$ cat src/rv_pkg.sv
// RV32I execute subsystem shared definitions
// Widths, opcode and ALU encodings, funct3 groups, control and retire records
`default_nettype none

package rv_pkg;

  typedef logic [31:0] word_t;
  typedef logic [4:0]  reg_addr_t;
  typedef logic [31:0] instr_t;

  // Major opcodes in instr[6:0]
  typedef enum logic [6:0] {
    LUI    = 7'b0110111,
    AUIPC  = 7'b0010111,
    JAL    = 7'b1101111,
    JALR   = 7'b1100111,
    BRANCH = 7'b1100011,
    LOAD   = 7'b0000011,
    STORE  = 7'b0100011,
    IMMED  = 7'b0010011,
    REGREG = 7'b0110011,
    SYSTEM = 7'b1110011,
    FENCE  = 7'b0001111
  } opcode_t;

  typedef enum logic [3:0] {
    ALU_ADD  = 4'd0,
    ALU_SUB  = 4'd1,
    ALU_SLL  = 4'd2,
    ALU_SLT  = 4'd3,
    ALU_SLTU = 4'd4,
    ALU_XOR  = 4'd5,
    ALU_SRL  = 4'd6,
    ALU_SRA  = 4'd7,
    ALU_OR   = 4'd8,
    ALU_AND  = 4'd9
  } alu_op_t;

  // funct3 for IMMED and REGREG
  localparam logic [2:0] F3_ADD  = 3'b000;
  localparam logic [2:0] F3_SLL  = 3'b001;
  localparam logic [2:0] F3_SLT  = 3'b010;
  localparam logic [2:0] F3_SLTU = 3'b011;
  localparam logic [2:0] F3_XOR  = 3'b100;
  localparam logic [2:0] F3_SR   = 3'b101;
  localparam logic [2:0] F3_OR   = 3'b110;
  localparam logic [2:0] F3_AND  = 3'b111;

  // funct3 for BRANCH
  localparam logic [2:0] F3_BEQ  = 3'b000;
  localparam logic [2:0] F3_BNE  = 3'b001;
  localparam logic [2:0] F3_BLT  = 3'b100;
  localparam logic [2:0] F3_BGE  = 3'b101;
  localparam logic [2:0] F3_BLTU = 3'b110;
  localparam logic [2:0] F3_BGEU = 3'b111;

  // Privileged SYSTEM encodings live in imm[11:0]
  localparam logic [2:0]  F3_PRIV     = 3'b000;
  localparam logic [11:0] PRIV_ECALL  = 12'h000;
  localparam logic [11:0] PRIV_EBREAK = 12'h001;

  // Writeback source
  localparam logic [1:0] W_SEL_ALU = 2'd0;
  localparam logic [1:0] W_SEL_PC4 = 2'd1;
  localparam logic [1:0] W_SEL_IMM = 2'd2;

  localparam word_t RESET_PC = 32'h0000_0000;

  typedef struct packed {
    reg_addr_t  rs1;
    reg_addr_t  rs2;
    reg_addr_t  rd;
    word_t      imm;
    alu_op_t    alu_op;
    logic       alu_a_pc;
    logic       alu_b_imm;
    logic       wen;
    logic [1:0] w_sel;
    logic       branch;
    logic [2:0] branch_f3;
    logic       jal;
    logic       jalr;
    logic       dren;
    logic       dwen;
    logic       illegal;
    logic       ecall;
    logic       ebreak;
    logic       halt;
  } ctrl_t;

  typedef struct packed {
    reg_addr_t rd;
    word_t     wdata;
    logic      wen;
    word_t     next_pc;
    word_t     mem_addr;
    word_t     mem_wdata;
    logic      dren;
    logic      dwen;
    logic      illegal;
    logic      ecall;
    logic      ebreak;
    logic      halt;
  } retire_t;

endpackage

`default_nettype wire
$ cat src/rv_core.sv
// RV32I execute core top level
// Takes one instruction per req/ack handshake, executes it, presents a retire record
`default_nettype none

module rv_core (
  input  logic            clk,
  input  logic            rst_n_i,
  input  logic            instr_req_i,
  input  rv_pkg::instr_t  instr_i,
  output logic            instr_ack_o,
  output rv_pkg::retire_t retire_o
);
  import rv_pkg::*;

  typedef enum logic [1:0] {
    IDLE,
    EXEC,
    ACK
  } state_t;

  state_t  state_q;
  instr_t  instr_q;
  word_t   pc_q;
  logic    ack_q;
  retire_t retire_q;

  ctrl_t   ctrl;
  word_t   rdata1;
  word_t   rdata2;
  word_t   alu_a;
  word_t   alu_b;
  word_t   alu_result;
  word_t   pc_plus4;
  word_t   pc_plus_imm;
  word_t   next_pc;
  word_t   wdata;
  logic    cmp_cond;
  logic    branch_taken;
  logic    rf_wen;

  rv_control_unit u_decode (
    .instr_i (instr_q),
    .ctrl_o  (ctrl)
  );

  // Writes only land in the EXEC cycle
  assign rf_wen = (state_q == EXEC) && ctrl.wen;

  rv_reg_file u_regs (
    .clk      (clk),
    .rst_n_i  (rst_n_i),
    .rs1_i    (ctrl.rs1),
    .rs2_i    (ctrl.rs2),
    .rd_i     (ctrl.rd),
    .wdata_i  (wdata),
    .wen_i    (rf_wen),
    .rdata1_o (rdata1),
    .rdata2_o (rdata2)
  );

  assign alu_a = ctrl.alu_a_pc  ? pc_q     : rdata1;
  assign alu_b = ctrl.alu_b_imm ? ctrl.imm : rdata2;

  rv_alu u_alu (
    .op_i     (ctrl.alu_op),
    .a_i      (alu_a),
    .b_i      (alu_b),
    .result_o (alu_result)
  );

  // Branch compare on the raw register values
  always_comb begin
    case (ctrl.branch_f3)
      F3_BEQ:  cmp_cond = (rdata1 == rdata2);
      F3_BNE:  cmp_cond = (rdata1 != rdata2);
      F3_BLT:  cmp_cond = ($signed(rdata1) < $signed(rdata2));
      F3_BGE:  cmp_cond = ($signed(rdata1) >= $signed(rdata2));
      F3_BLTU: cmp_cond = (rdata1 < rdata2);
      F3_BGEU: cmp_cond = (rdata1 >= rdata2);
      default: cmp_cond = 1'b0;
    endcase
  end

  assign branch_taken = ctrl.branch && cmp_cond;
  assign pc_plus4     = pc_q + 32'd4;
  assign pc_plus_imm  = pc_q + ctrl.imm;

  always_comb begin
    if (branch_taken || ctrl.jal) begin
      next_pc = pc_plus_imm;
    end else if (ctrl.jalr) begin
      next_pc = {alu_result[31:1], 1'b0};
    end else begin
      next_pc = pc_plus4;
    end
  end

  always_comb begin
    case (ctrl.w_sel)
      W_SEL_PC4: wdata = pc_plus4;
      W_SEL_IMM: wdata = ctrl.imm;
      default:   wdata = alu_result;
    endcase
  end

  // Instruction holding register, loaded on an accepted request
  always_ff @(posedge clk) begin
    if (state_q == IDLE && instr_req_i) begin
      instr_q <= instr_i;
    end
  end

  always_ff @(posedge clk) begin
    if (!rst_n_i) begin
      state_q  <= IDLE;
      pc_q     <= RESET_PC;
      ack_q    <= 1'b0;
      retire_q <= '0;
    end else begin
      case (state_q)
        IDLE: begin
          if (instr_req_i) begin
            state_q <= EXEC;
          end
        end
        EXEC: begin
          pc_q               <= next_pc;
          ack_q              <= 1'b1;
          retire_q.rd        <= ctrl.rd;
          retire_q.wdata     <= wdata;
          retire_q.wen       <= ctrl.wen;
          retire_q.next_pc   <= next_pc;
          retire_q.mem_addr  <= (ctrl.dren || ctrl.dwen) ? alu_result : '0;
          retire_q.mem_wdata <= ctrl.dwen ? rdata2 : '0;
          retire_q.dren      <= ctrl.dren;
          retire_q.dwen      <= ctrl.dwen;
          retire_q.illegal   <= ctrl.illegal;
          retire_q.ecall     <= ctrl.ecall;
          retire_q.ebreak    <= ctrl.ebreak;
          retire_q.halt      <= ctrl.halt;
          state_q            <= ACK;
        end
        ACK: begin
          // Hold the record until the requester lets go
          if (!instr_req_i) begin
            ack_q   <= 1'b0;
            state_q <= IDLE;
          end
        end
        default: state_q <= IDLE;
      endcase
    end
  end

  assign instr_ack_o = ack_q;
  assign retire_o    = retire_q;

endmodule

`default_nettype wire

$ cat src/rv_control_unit.sv
// RV32I instruction decoder
// Splits the word into its fields and builds the control record and immediate
`default_nettype none

module rv_control_unit (
  input  rv_pkg::instr_t instr_i,
  output rv_pkg::ctrl_t  ctrl_o
);
  import rv_pkg::*;

  // Halt words recognized by the core
  localparam instr_t HALT_WORD_A = 32'h7800_d073;
  localparam instr_t HALT_WORD_B = 32'h780e_1073;

  opcode_t    opcode;
  logic [2:0] funct3;
  word_t      imm_i;
  word_t      imm_s;
  word_t      imm_sb;
  word_t      imm_u;
  word_t      imm_uj;

  assign opcode = opcode_t'(instr_i[6:0]);
  assign funct3 = instr_i[14:12];

  // Sign-extended immediates per format
  assign imm_i  = {{20{instr_i[31]}}, instr_i[31:20]};
  assign imm_s  = {{20{instr_i[31]}}, instr_i[31:25], instr_i[11:7]};
  assign imm_sb = {{19{instr_i[31]}}, instr_i[31], instr_i[7], instr_i[30:25],
                   instr_i[11:8], 1'b0};
  assign imm_u  = {instr_i[31:12], 12'h000};
  assign imm_uj = {{11{instr_i[31]}}, instr_i[31], instr_i[19:12], instr_i[20],
                   instr_i[30:21], 1'b0};

  always_comb begin
    ctrl_o           = '0;
    ctrl_o.rs1       = instr_i[19:15];
    ctrl_o.rs2       = instr_i[24:20];
    ctrl_o.rd        = instr_i[11:7];
    ctrl_o.branch_f3 = funct3;
    ctrl_o.alu_op    = ALU_ADD;
    ctrl_o.w_sel     = W_SEL_ALU;

    case (opcode)
      LUI: begin
        ctrl_o.imm   = imm_u;
        ctrl_o.wen   = 1'b1;
        ctrl_o.w_sel = W_SEL_IMM;
      end
      AUIPC: begin
        ctrl_o.imm       = imm_u;
        ctrl_o.wen       = 1'b1;
        ctrl_o.alu_a_pc  = 1'b1;
        ctrl_o.alu_b_imm = 1'b1;
      end
      JAL: begin
        ctrl_o.imm   = imm_uj;
        ctrl_o.wen   = 1'b1;
        ctrl_o.w_sel = W_SEL_PC4;
        ctrl_o.jal   = 1'b1;
      end
      JALR: begin
        ctrl_o.imm       = imm_i;
        ctrl_o.wen       = 1'b1;
        ctrl_o.w_sel     = W_SEL_PC4;
        ctrl_o.alu_b_imm = 1'b1;
        ctrl_o.jalr      = 1'b1;
      end
      BRANCH: begin
        ctrl_o.imm    = imm_sb;
        ctrl_o.branch = 1'b1;
      end
      LOAD: begin
        // No data memory behind the core, so no register write
        ctrl_o.imm       = imm_i;
        ctrl_o.alu_b_imm = 1'b1;
        ctrl_o.dren      = 1'b1;
      end
      STORE: begin
        ctrl_o.imm       = imm_s;
        ctrl_o.alu_b_imm = 1'b1;
        ctrl_o.dwen      = 1'b1;
      end
      IMMED, REGREG: begin
        ctrl_o.imm       = imm_i;
        ctrl_o.wen       = 1'b1;
        ctrl_o.alu_b_imm = (opcode == IMMED);
        case (funct3)
          F3_ADD:  ctrl_o.alu_op = (opcode == REGREG && instr_i[30]) ? ALU_SUB : ALU_ADD;
          F3_SLL:  ctrl_o.alu_op = ALU_SLL;
          F3_SLT:  ctrl_o.alu_op = ALU_SLT;
          F3_SLTU: ctrl_o.alu_op = ALU_SLTU;
          F3_XOR:  ctrl_o.alu_op = ALU_XOR;
          F3_SR:   ctrl_o.alu_op = instr_i[30] ? ALU_SRA : ALU_SRL;
          F3_OR:   ctrl_o.alu_op = ALU_OR;
          F3_AND:  ctrl_o.alu_op = ALU_AND;
          default: ctrl_o.alu_op = ALU_ADD;
        endcase
      end
      SYSTEM: begin
        ctrl_o.imm    = imm_i;
        ctrl_o.ecall  = (funct3 == F3_PRIV) && (instr_i[31:20] == PRIV_ECALL);
        ctrl_o.ebreak = (funct3 == F3_PRIV) && (instr_i[31:20] == PRIV_EBREAK);
      end
      FENCE: begin
        // Ordering is trivially met with one instruction in flight
        ctrl_o.imm = imm_i;
      end
      default: begin
        ctrl_o.illegal = 1'b1;
      end
    endcase

    ctrl_o.halt = (instr_i == HALT_WORD_A) || (instr_i == HALT_WORD_B);
  end

endmodule

`default_nettype wire

$ cat src/rv_reg_file.sv
// RV32I integer register file
// 31 writable registers, x0 reads as zero, two async reads and one sync write
`default_nettype none

module rv_reg_file (
  input  logic              clk,
  input  logic              rst_n_i,
  input  rv_pkg::reg_addr_t rs1_i,
  input  rv_pkg::reg_addr_t rs2_i,
  input  rv_pkg::reg_addr_t rd_i,
  input  rv_pkg::word_t     wdata_i,
  input  logic              wen_i,
  output rv_pkg::word_t     rdata1_o,
  output rv_pkg::word_t     rdata2_o
);
  import rv_pkg::*;

  // No storage for x0
  word_t regs [1:31];

  always_ff @(posedge clk) begin
    if (!rst_n_i) begin
      for (int i = 1; i < 32; i++) begin
        regs[i] <= '0;
      end
    end else if (wen_i && (rd_i != '0)) begin
      regs[rd_i] <= wdata_i;
    end
  end

  always_comb begin
    if (rs1_i == '0) begin
      rdata1_o = '0;
    end else begin
      rdata1_o = regs[rs1_i];
    end
    if (rs2_i == '0) begin
      rdata2_o = '0;
    end else begin
      rdata2_o = regs[rs2_i];
    end
  end

endmodule

`default_nettype wire

$ cat src/rv_alu.sv
// RV32I integer ALU
// Add, subtract, shifts, logic ops and signed and unsigned set-less-than
`default_nettype none

module rv_alu (
  input  rv_pkg::alu_op_t op_i,
  input  rv_pkg::word_t   a_i,
  input  rv_pkg::word_t   b_i,
  output rv_pkg::word_t   result_o
);
  import rv_pkg::*;

  logic [4:0] shamt;
  logic       lt_signed;
  logic       lt_unsigned;

  // Only the low five bits of b count for shifts
  assign shamt       = b_i[4:0];
  assign lt_signed   = $signed(a_i) < $signed(b_i);
  assign lt_unsigned = a_i < b_i;

  always_comb begin
    case (op_i)
      ALU_ADD:  result_o = a_i + b_i;
      ALU_SUB:  result_o = a_i - b_i;
      ALU_SLL:  result_o = a_i << shamt;
      ALU_SLT:  result_o = {31'b0, lt_signed};
      ALU_SLTU: result_o = {31'b0, lt_unsigned};
      ALU_XOR:  result_o = a_i ^ b_i;
      ALU_SRL:  result_o = a_i >> shamt;
      ALU_SRA:  result_o = word_t'($signed(a_i) >>> shamt);
      ALU_OR:   result_o = a_i | b_i;
      ALU_AND:  result_o = a_i & b_i;
      default:  result_o = a_i + b_i;
    endcase
  end

endmodule

`default_nettype wire

$ cat config.mk
export PLATFORM = sky130hd
export DESIGN_NAME = rv_core
export DESIGN_NICKNAME = d
export VERILOG_FILES = /design/src/rv_pkg.sv /design/src/rv_core.sv /design/src/rv_control_unit.sv /design/src/rv_reg_file.sv /design/src/rv_alu.sv
export SDC_FILE = /design/constraint.sdc
export NUM_CORES = 2
export LEC_CHECK = 0
export BUFFER_PORTS_ARGS = -buffer_cell sky130_fd_sc_hd__clkbuf_2
export CAP_MARGIN = 20
export CORE_ASPECT_RATIO = 1.75
export CORE_MARGIN = 5
export CORE_UTILIZATION = 30
export DETAILED_ROUTE_END_ITERATION = 8
export SETUP_SLACK_MARGIN = 0.02
export SLEW_MARGIN = 10
export SYNTH_ARGS = -nofsm -noshare
export SYNTH_HDL_FRONTEND = slang
export SYNTH_SLANG_ARGS = --single-unit
$ cat constraint.sdc
create_clock -name clk -period 9.46 [get_ports clk]
set_input_delay 0.473 -clock clk [delete_from_list [all_inputs] [get_ports clk]]
set_output_delay 0.473 -clock clk [all_outputs]
set_load 0.02 [all_outputs]
# Word-level counts from Yosys, hierarchy flattened
# Memory sizes are Yosys's and may differ from the RTL's. A register that Yosys moved wholly into a read port is not among the register bits.
# Index checks and enable logic that the tools add are counted.
[totals]
word_cells = 138
input_bits = 35
n_memories = 1
register_bits = 175
ram_bits = 992
[classes]
order_cmp = 6
shifts = 3
n_reduce_logical = 27
addsub = 4
n_eq_ne = 38
bitwise = 3
mux = 41
[mem_list]
columns = ["name", "words", "word_bits", "rd", "rd_ports_with_merged_regs", "write_ports", "line", "text"]
rows = [
  ["u_regs.regs", 31, 32, 2, 2, 31, "rv_reg_file.sv:19", "word_t regs [1:31];"],
]
[op_table]
columns = ["op", "n"]
rows = [
  ["32-bit two-way mux", 9],
  ["32-bit case mux with 9 select lines", 1],
  ["32-bit case mux with 5 select lines", 1],
  ["32-bit less-than comparator", 4],
  ["32-bit adder", 2],
  ["32-bit by 31-bit equality test with 1-bit output (second input constant)", 2],
  ["32-bit >= comparator", 2],
  ["32-bit case mux with 2 select lines", 1],
  ["32-bit by 3-bit adder with 32-bit output (second input constant)", 1],
  ["32-bit bitwise AND", 1],
  ["32-bit equality test", 1],
  ["32-bit != test", 1],
  ["32-bit bitwise OR", 1],
  ["4-bit case mux with 8 select lines", 1],
  ["32-bit OR reduction", 1],
  ["32-bit by 5-bit << shifter with 32-bit output", 1],
  ["32-bit by 5-bit >> shifter with 32-bit output", 1],
  ["32-bit by 5-bit >>> shifter with 32-bit output", 1],
  ["32-bit subtractor", 1],
  ["32-bit XOR", 1],
  ["7-bit equality test (second input constant)", 4],
  ["7-bit by 6-bit equality test with 1-bit output (second input constant)", 3],
  ["4-bit by 3-bit equality test with 1-bit output (second input constant)", 4],
  ["1-bit two-way mux", 16],
  ["other kinds (33)", 61],
]

# Logic depth before layout (Yosys ltp)
[depth]
word_depth = 10
depth_mapped = 28

# Modules after synthesis
# A second synthesis with hierarchy kept.
[hier_totals]
hier_cells = 6273
hier_area_um2 = 74860.5
[by_module_without_submodules]
columns = ["module", "instances", "seq_area_each_um2", "area_each_um2", "cells_per_inst"]
rows = [
  ["rv_reg_file", 1, 30749.5, 54217.0, 3507],
  ["rv_core", 1, 3823.7, 10949.3, 1354],
  ["rv_alu", 1, 0.0, 8715.9, 1274],
  ["rv_control_unit", 1, 0.0, 978.4, 138],
]

# Least setup slack after synthesis
# OpenSTA, ideal clock, no wires.
[synth_path]
path_type = "register to register"
startpoint = "register with a tool-made name"
endpoint = "memory u_regs.regs[1][30] in the netlist's numbering, data pin"
period_less_slack_ns = 6.656
setup_time_ns = 0.265
n_path_buf = 8
required_ns = 9.195
path_slack_ns = 2.804
stages_incl_launch_ff = 27
t_arrival_ns = 6.391
cell_sequence = "dfxtp_1 > buf_6 > buf_6 > buf_4 > buf_2 > buf_2 > buf_1 > mux4_2 > mux4_2 > mux2_2 > nand2_1 > o21ai_0 > ha_1 > clkbuf_1 > or3b_2 > o21bai_1 > a31oi_1 > o31a_1 > o211ai_1 > a211oi_1 > nor3_1 > o21a_1 > o21ai_0 > o2111ai_1 > o31ai_2 > buf_4 > nor2_1"
[synth_lines]
columns = ["item", "line"]
rows = [
  ["end, declared", "rv_reg_file.sv:19"],
]

==> results_dict.tcl <==
set metrics [dict create \
    status "completed" \
    cts_resized 0 \
    timing.hold.ws_ns 0.0831 \
    vias_per_cell 6.27 \
    slew_headroom_pct 6.52 \
    clkTransAtPathRegs_ns 0.07 \
    synth_ff_type "edfxtp_1" \
    grt_pass1_vias 63237 \
    peakVddDrop_mv 0.194 \
    critPathMaxFanout 32 \
    regArea_mm2 0.0348 \
    synth_top_area_cell "edfxtp_1" \
    yosys_warnings 0 \
    nets 6917 \
    leakage_nw 32.1 \
    finalHoldViolCount 0 \
    num_rows 242 \
    synth_edf_count 1056 \
    yosysTopAreaCellShare_pct 42.4 \
    ys_types 119 \
    antenna_found_initial 33 \
    dpl_cell_area_mm2 0.0801 \
    clkLatencyLatePin_ns 0.79 \
    place.port_buffers 175 \
    grt_max_degree 97 \
    detail_route.first_pass.iterations 6 \
    grt_pass1_wl_mm 507 \
    htreeDepth 3 \
    core_mm2 0.248 \
    arrival_ns 8.86 \
    area_delta_synth_final_pct 12.4 \
    post-synth-top-count-cell "nor2_1" \
    multiInputGateArea_mm2 0.0368 \
    die-area_mm2 0.260 \
    seq_area_frac_synth_pct 46.5 \
    maxSlewViolCount 0 \
    synth_area_mm2 0.0748 \
    stdcell_area_mm2 0.0841 \
    setup_tns_ns 0 \
    period_share_pct 88.8 \
    finalCriticalPeriod_ns 8.40 \
    cts_buffers 104 \
    crit_required_ns 9.93 \
    hold_class "primary input to flip-flop" \
    synthTopCellsByArea "edfxtp_1 (42%), mux4_2 (11%), mux2i_1 (8.2%)" \
    gp_congestion 1.09 \
    avgSynthCellArea_um2 11.3 \
    max_slew.worst_pin.slew_ns 1.36 \
    synth_cells 6651 \
    path_class "flip-flop to flip-flop" \
    drive_gt1_share_pct 19.9 \
    achievable-frequency_mhz 119 \
    async_flop_share_pct 0 \
    endpoint_kind "flip-flop" \
    num_vias 63498 \
    whs_path_depth 3 \
    start_util_pct 30.1 \
    drc 0 \
    fp.dieH_um 671 \
    routed_wl_mm 373 \
    grt_use_total_pct 27.7 \
    cts-root-buf "clkbuf_16" \
    startpoint_type "flip-flop" \
    drtIter0Drc 7707 \
    synth_commonest_cells "nor2_1 (1,124), edfxtp_1 (1,056), mux2i_1 (614)" \
    setup_viol 0 \
    antenna_left 0 \
    die_x_um 388 \
    max-cap-violations 0 \
    ys_ff_latch 1209 \
    skew_ns 0.0677 \
    ios 176 \
    grt-ovfl-total 0 \
    max-clock-path-buffers 3 \
    tritoncts "built" \
    nFillCells 24811 \
    r2r_cells 23 \
    wl_per_cell_um 36.8 \
    cts_sinks 1209 \
    hpwl_mm 263 \
    rsz0062_at_grt "false" \
    powerDensity_mw_per_mm2 231 \
]
## worst max-delay path, cell delays in order (launching register included)
cell and delay [ns]:
edfxtp_1 0.75, inv_1 0.18, and4_1 0.47, and2_2 0.35, nor2_4 0.74, buf_4 0.55
a32oi_2 0.33, inv_1 0.24, ha_1 0.17, nand2b_1 0.11, a21oi_1 0.17, o21ai_0 1.03
a311oi_2 0.24, buf_4 0.26, o211ai_1 0.41, nand2_1 0.19, a21o_1 0.23, a21oi_1 0.28
o311a_1 0.30, o21ai_0 0.12, buf_4 0.17, o31ai_4 0.34, buf_12 0.25, nor2_1 0.07
## report_power, final
group | leakage, nW | total [mW] | switching (mW) | internal [mW]
sequential | 12.1 | 6.35 | 0.255 | 6.09
combinational | 18.3 | 8.55 | 6.08 | 2.47
clock | 1.71 | 4.55 | 2.17 | 2.38
total | 32.1 | 19.4 | 8.50 | 10.9
## layout by cell type (no fill, tap or decap), types with 23 or more instances in the layout
cell           synthesis  layout
conb_1                 1      32
a21o_1                43      42
nor3_1               102      97
and2_1                48      46
o31ai_1               23      23
dfxtp_1              153     147
nand2_1              377     314
buf_4                 47     311
clkbuf_16              0     108
a31oi_1               35      33
nand3_1               94      94
nor2b_1               34      29
mux4_2               361     361
nand2b_1              28      25
and3_1                23      23
buf_12                 4      28
a211oi_2              37      37
dlygate4sd3_1          0      33
a211oi_1              94      94
o22ai_1               42      42
o21ai_0              183     181
nand4_1               32      32
nand2_2                2      62
nor4_1                43      40
a21oi_1              295     288
o211ai_1              37      37
edfxtp_1            1056    1056
xnor2_1               56      56
o21a_1                26      25
clkbuf_2               1     174
diode_2                0      28
mux2i_1              614     612
mux2_2                29      29
a221oi_1              47      45
nor2_1              1124    1119
inv_1                165     162
ha_1                 163     162
a22oi_1              264     264
## final timing paths
kind	startpoint	to	slack, ns
max	instr_q[6]	u_regs.regs[29][23]	1.06
min	rst_n_i	retire_o[78]	0.08
max reg2reg	instr_q[6]	u_regs.regs[29][23]	1.06
min reg2reg	retire_o[61]	retire_o[61]	0.44
## kinds of logic (layout without fill, tap and decap cells)
| family | count (synthesis) | after routing | share of synthesized area, % |
|---|---|---|---|
| simple gates | 2012 | 2012 | 11.8 |
| compound gates | 1372 | 1372 | 13.1 |
| flops | 1209 | 1209 | 46.5 |
| mux | 1013 | 1013 | 19.7 |
| buf+inv | 803 | 928 | 5.29 |
| fa+ha+maj | 166 | 166 | 2.81 |
| xor+xnor | 75 | 75 | 0.878 |
| other cells | 1 | 60 | 0.00501 |
## layer usage
layer	GRT usage, %	wire, um	part of all wire [%]	vias to the layer above
li1	-	-	-	25279
met1	26.6	111000	30	31612
met2	46.3	177000	47	4719
met3	7.62	35700	9.6	1862
met4	28.6	48800	13	26
met5	0	171	0.046	-
## area by class of cell
class,count,share of cell area [%]
inverter,178,0.808
clock buffer,128,3.33
tap,3294,4.90
sequential,1209,41.4
antenna,28,0.0833
timing repair buffer,553,4.95
multi-input combinational,4670,43.7
clock inverter,69,0.836
## through the flow
stage | power (mW) | setup slack (ns) | utilization [%] | cells
final | 19.4 | 1.06 | 33.9 | 10129
after global routing | 19.9 | 0.873 | 33.9 | 10109
after CTS | 19.0 | 1.40 | 33.8 | 10093
after detailed placement | 14.5 | 1.43 | 32.3 | 9863
after global placement | 14.5 | 1.37 | 32.3 | 9857
after floorplan | 11.2 | 2.80 | - | 6682
## flip-flops by register name, summed over array words and instances (netlist names), named ones only
name and count:
state_q 2, instr_ack_o 1, retire_o 140, instr_q 32
u_regs.regs 1024
## what timing repair did
item | 4_1_cts | 5_1_grt
hold endpoints to repair | 39 | 0
buffers inserted | 0 | 0
hold buffers | 33 | 0
endpoints found under the setup margin | 0 | 0
No activity file was read; power rests on OpenSTA's default activity.
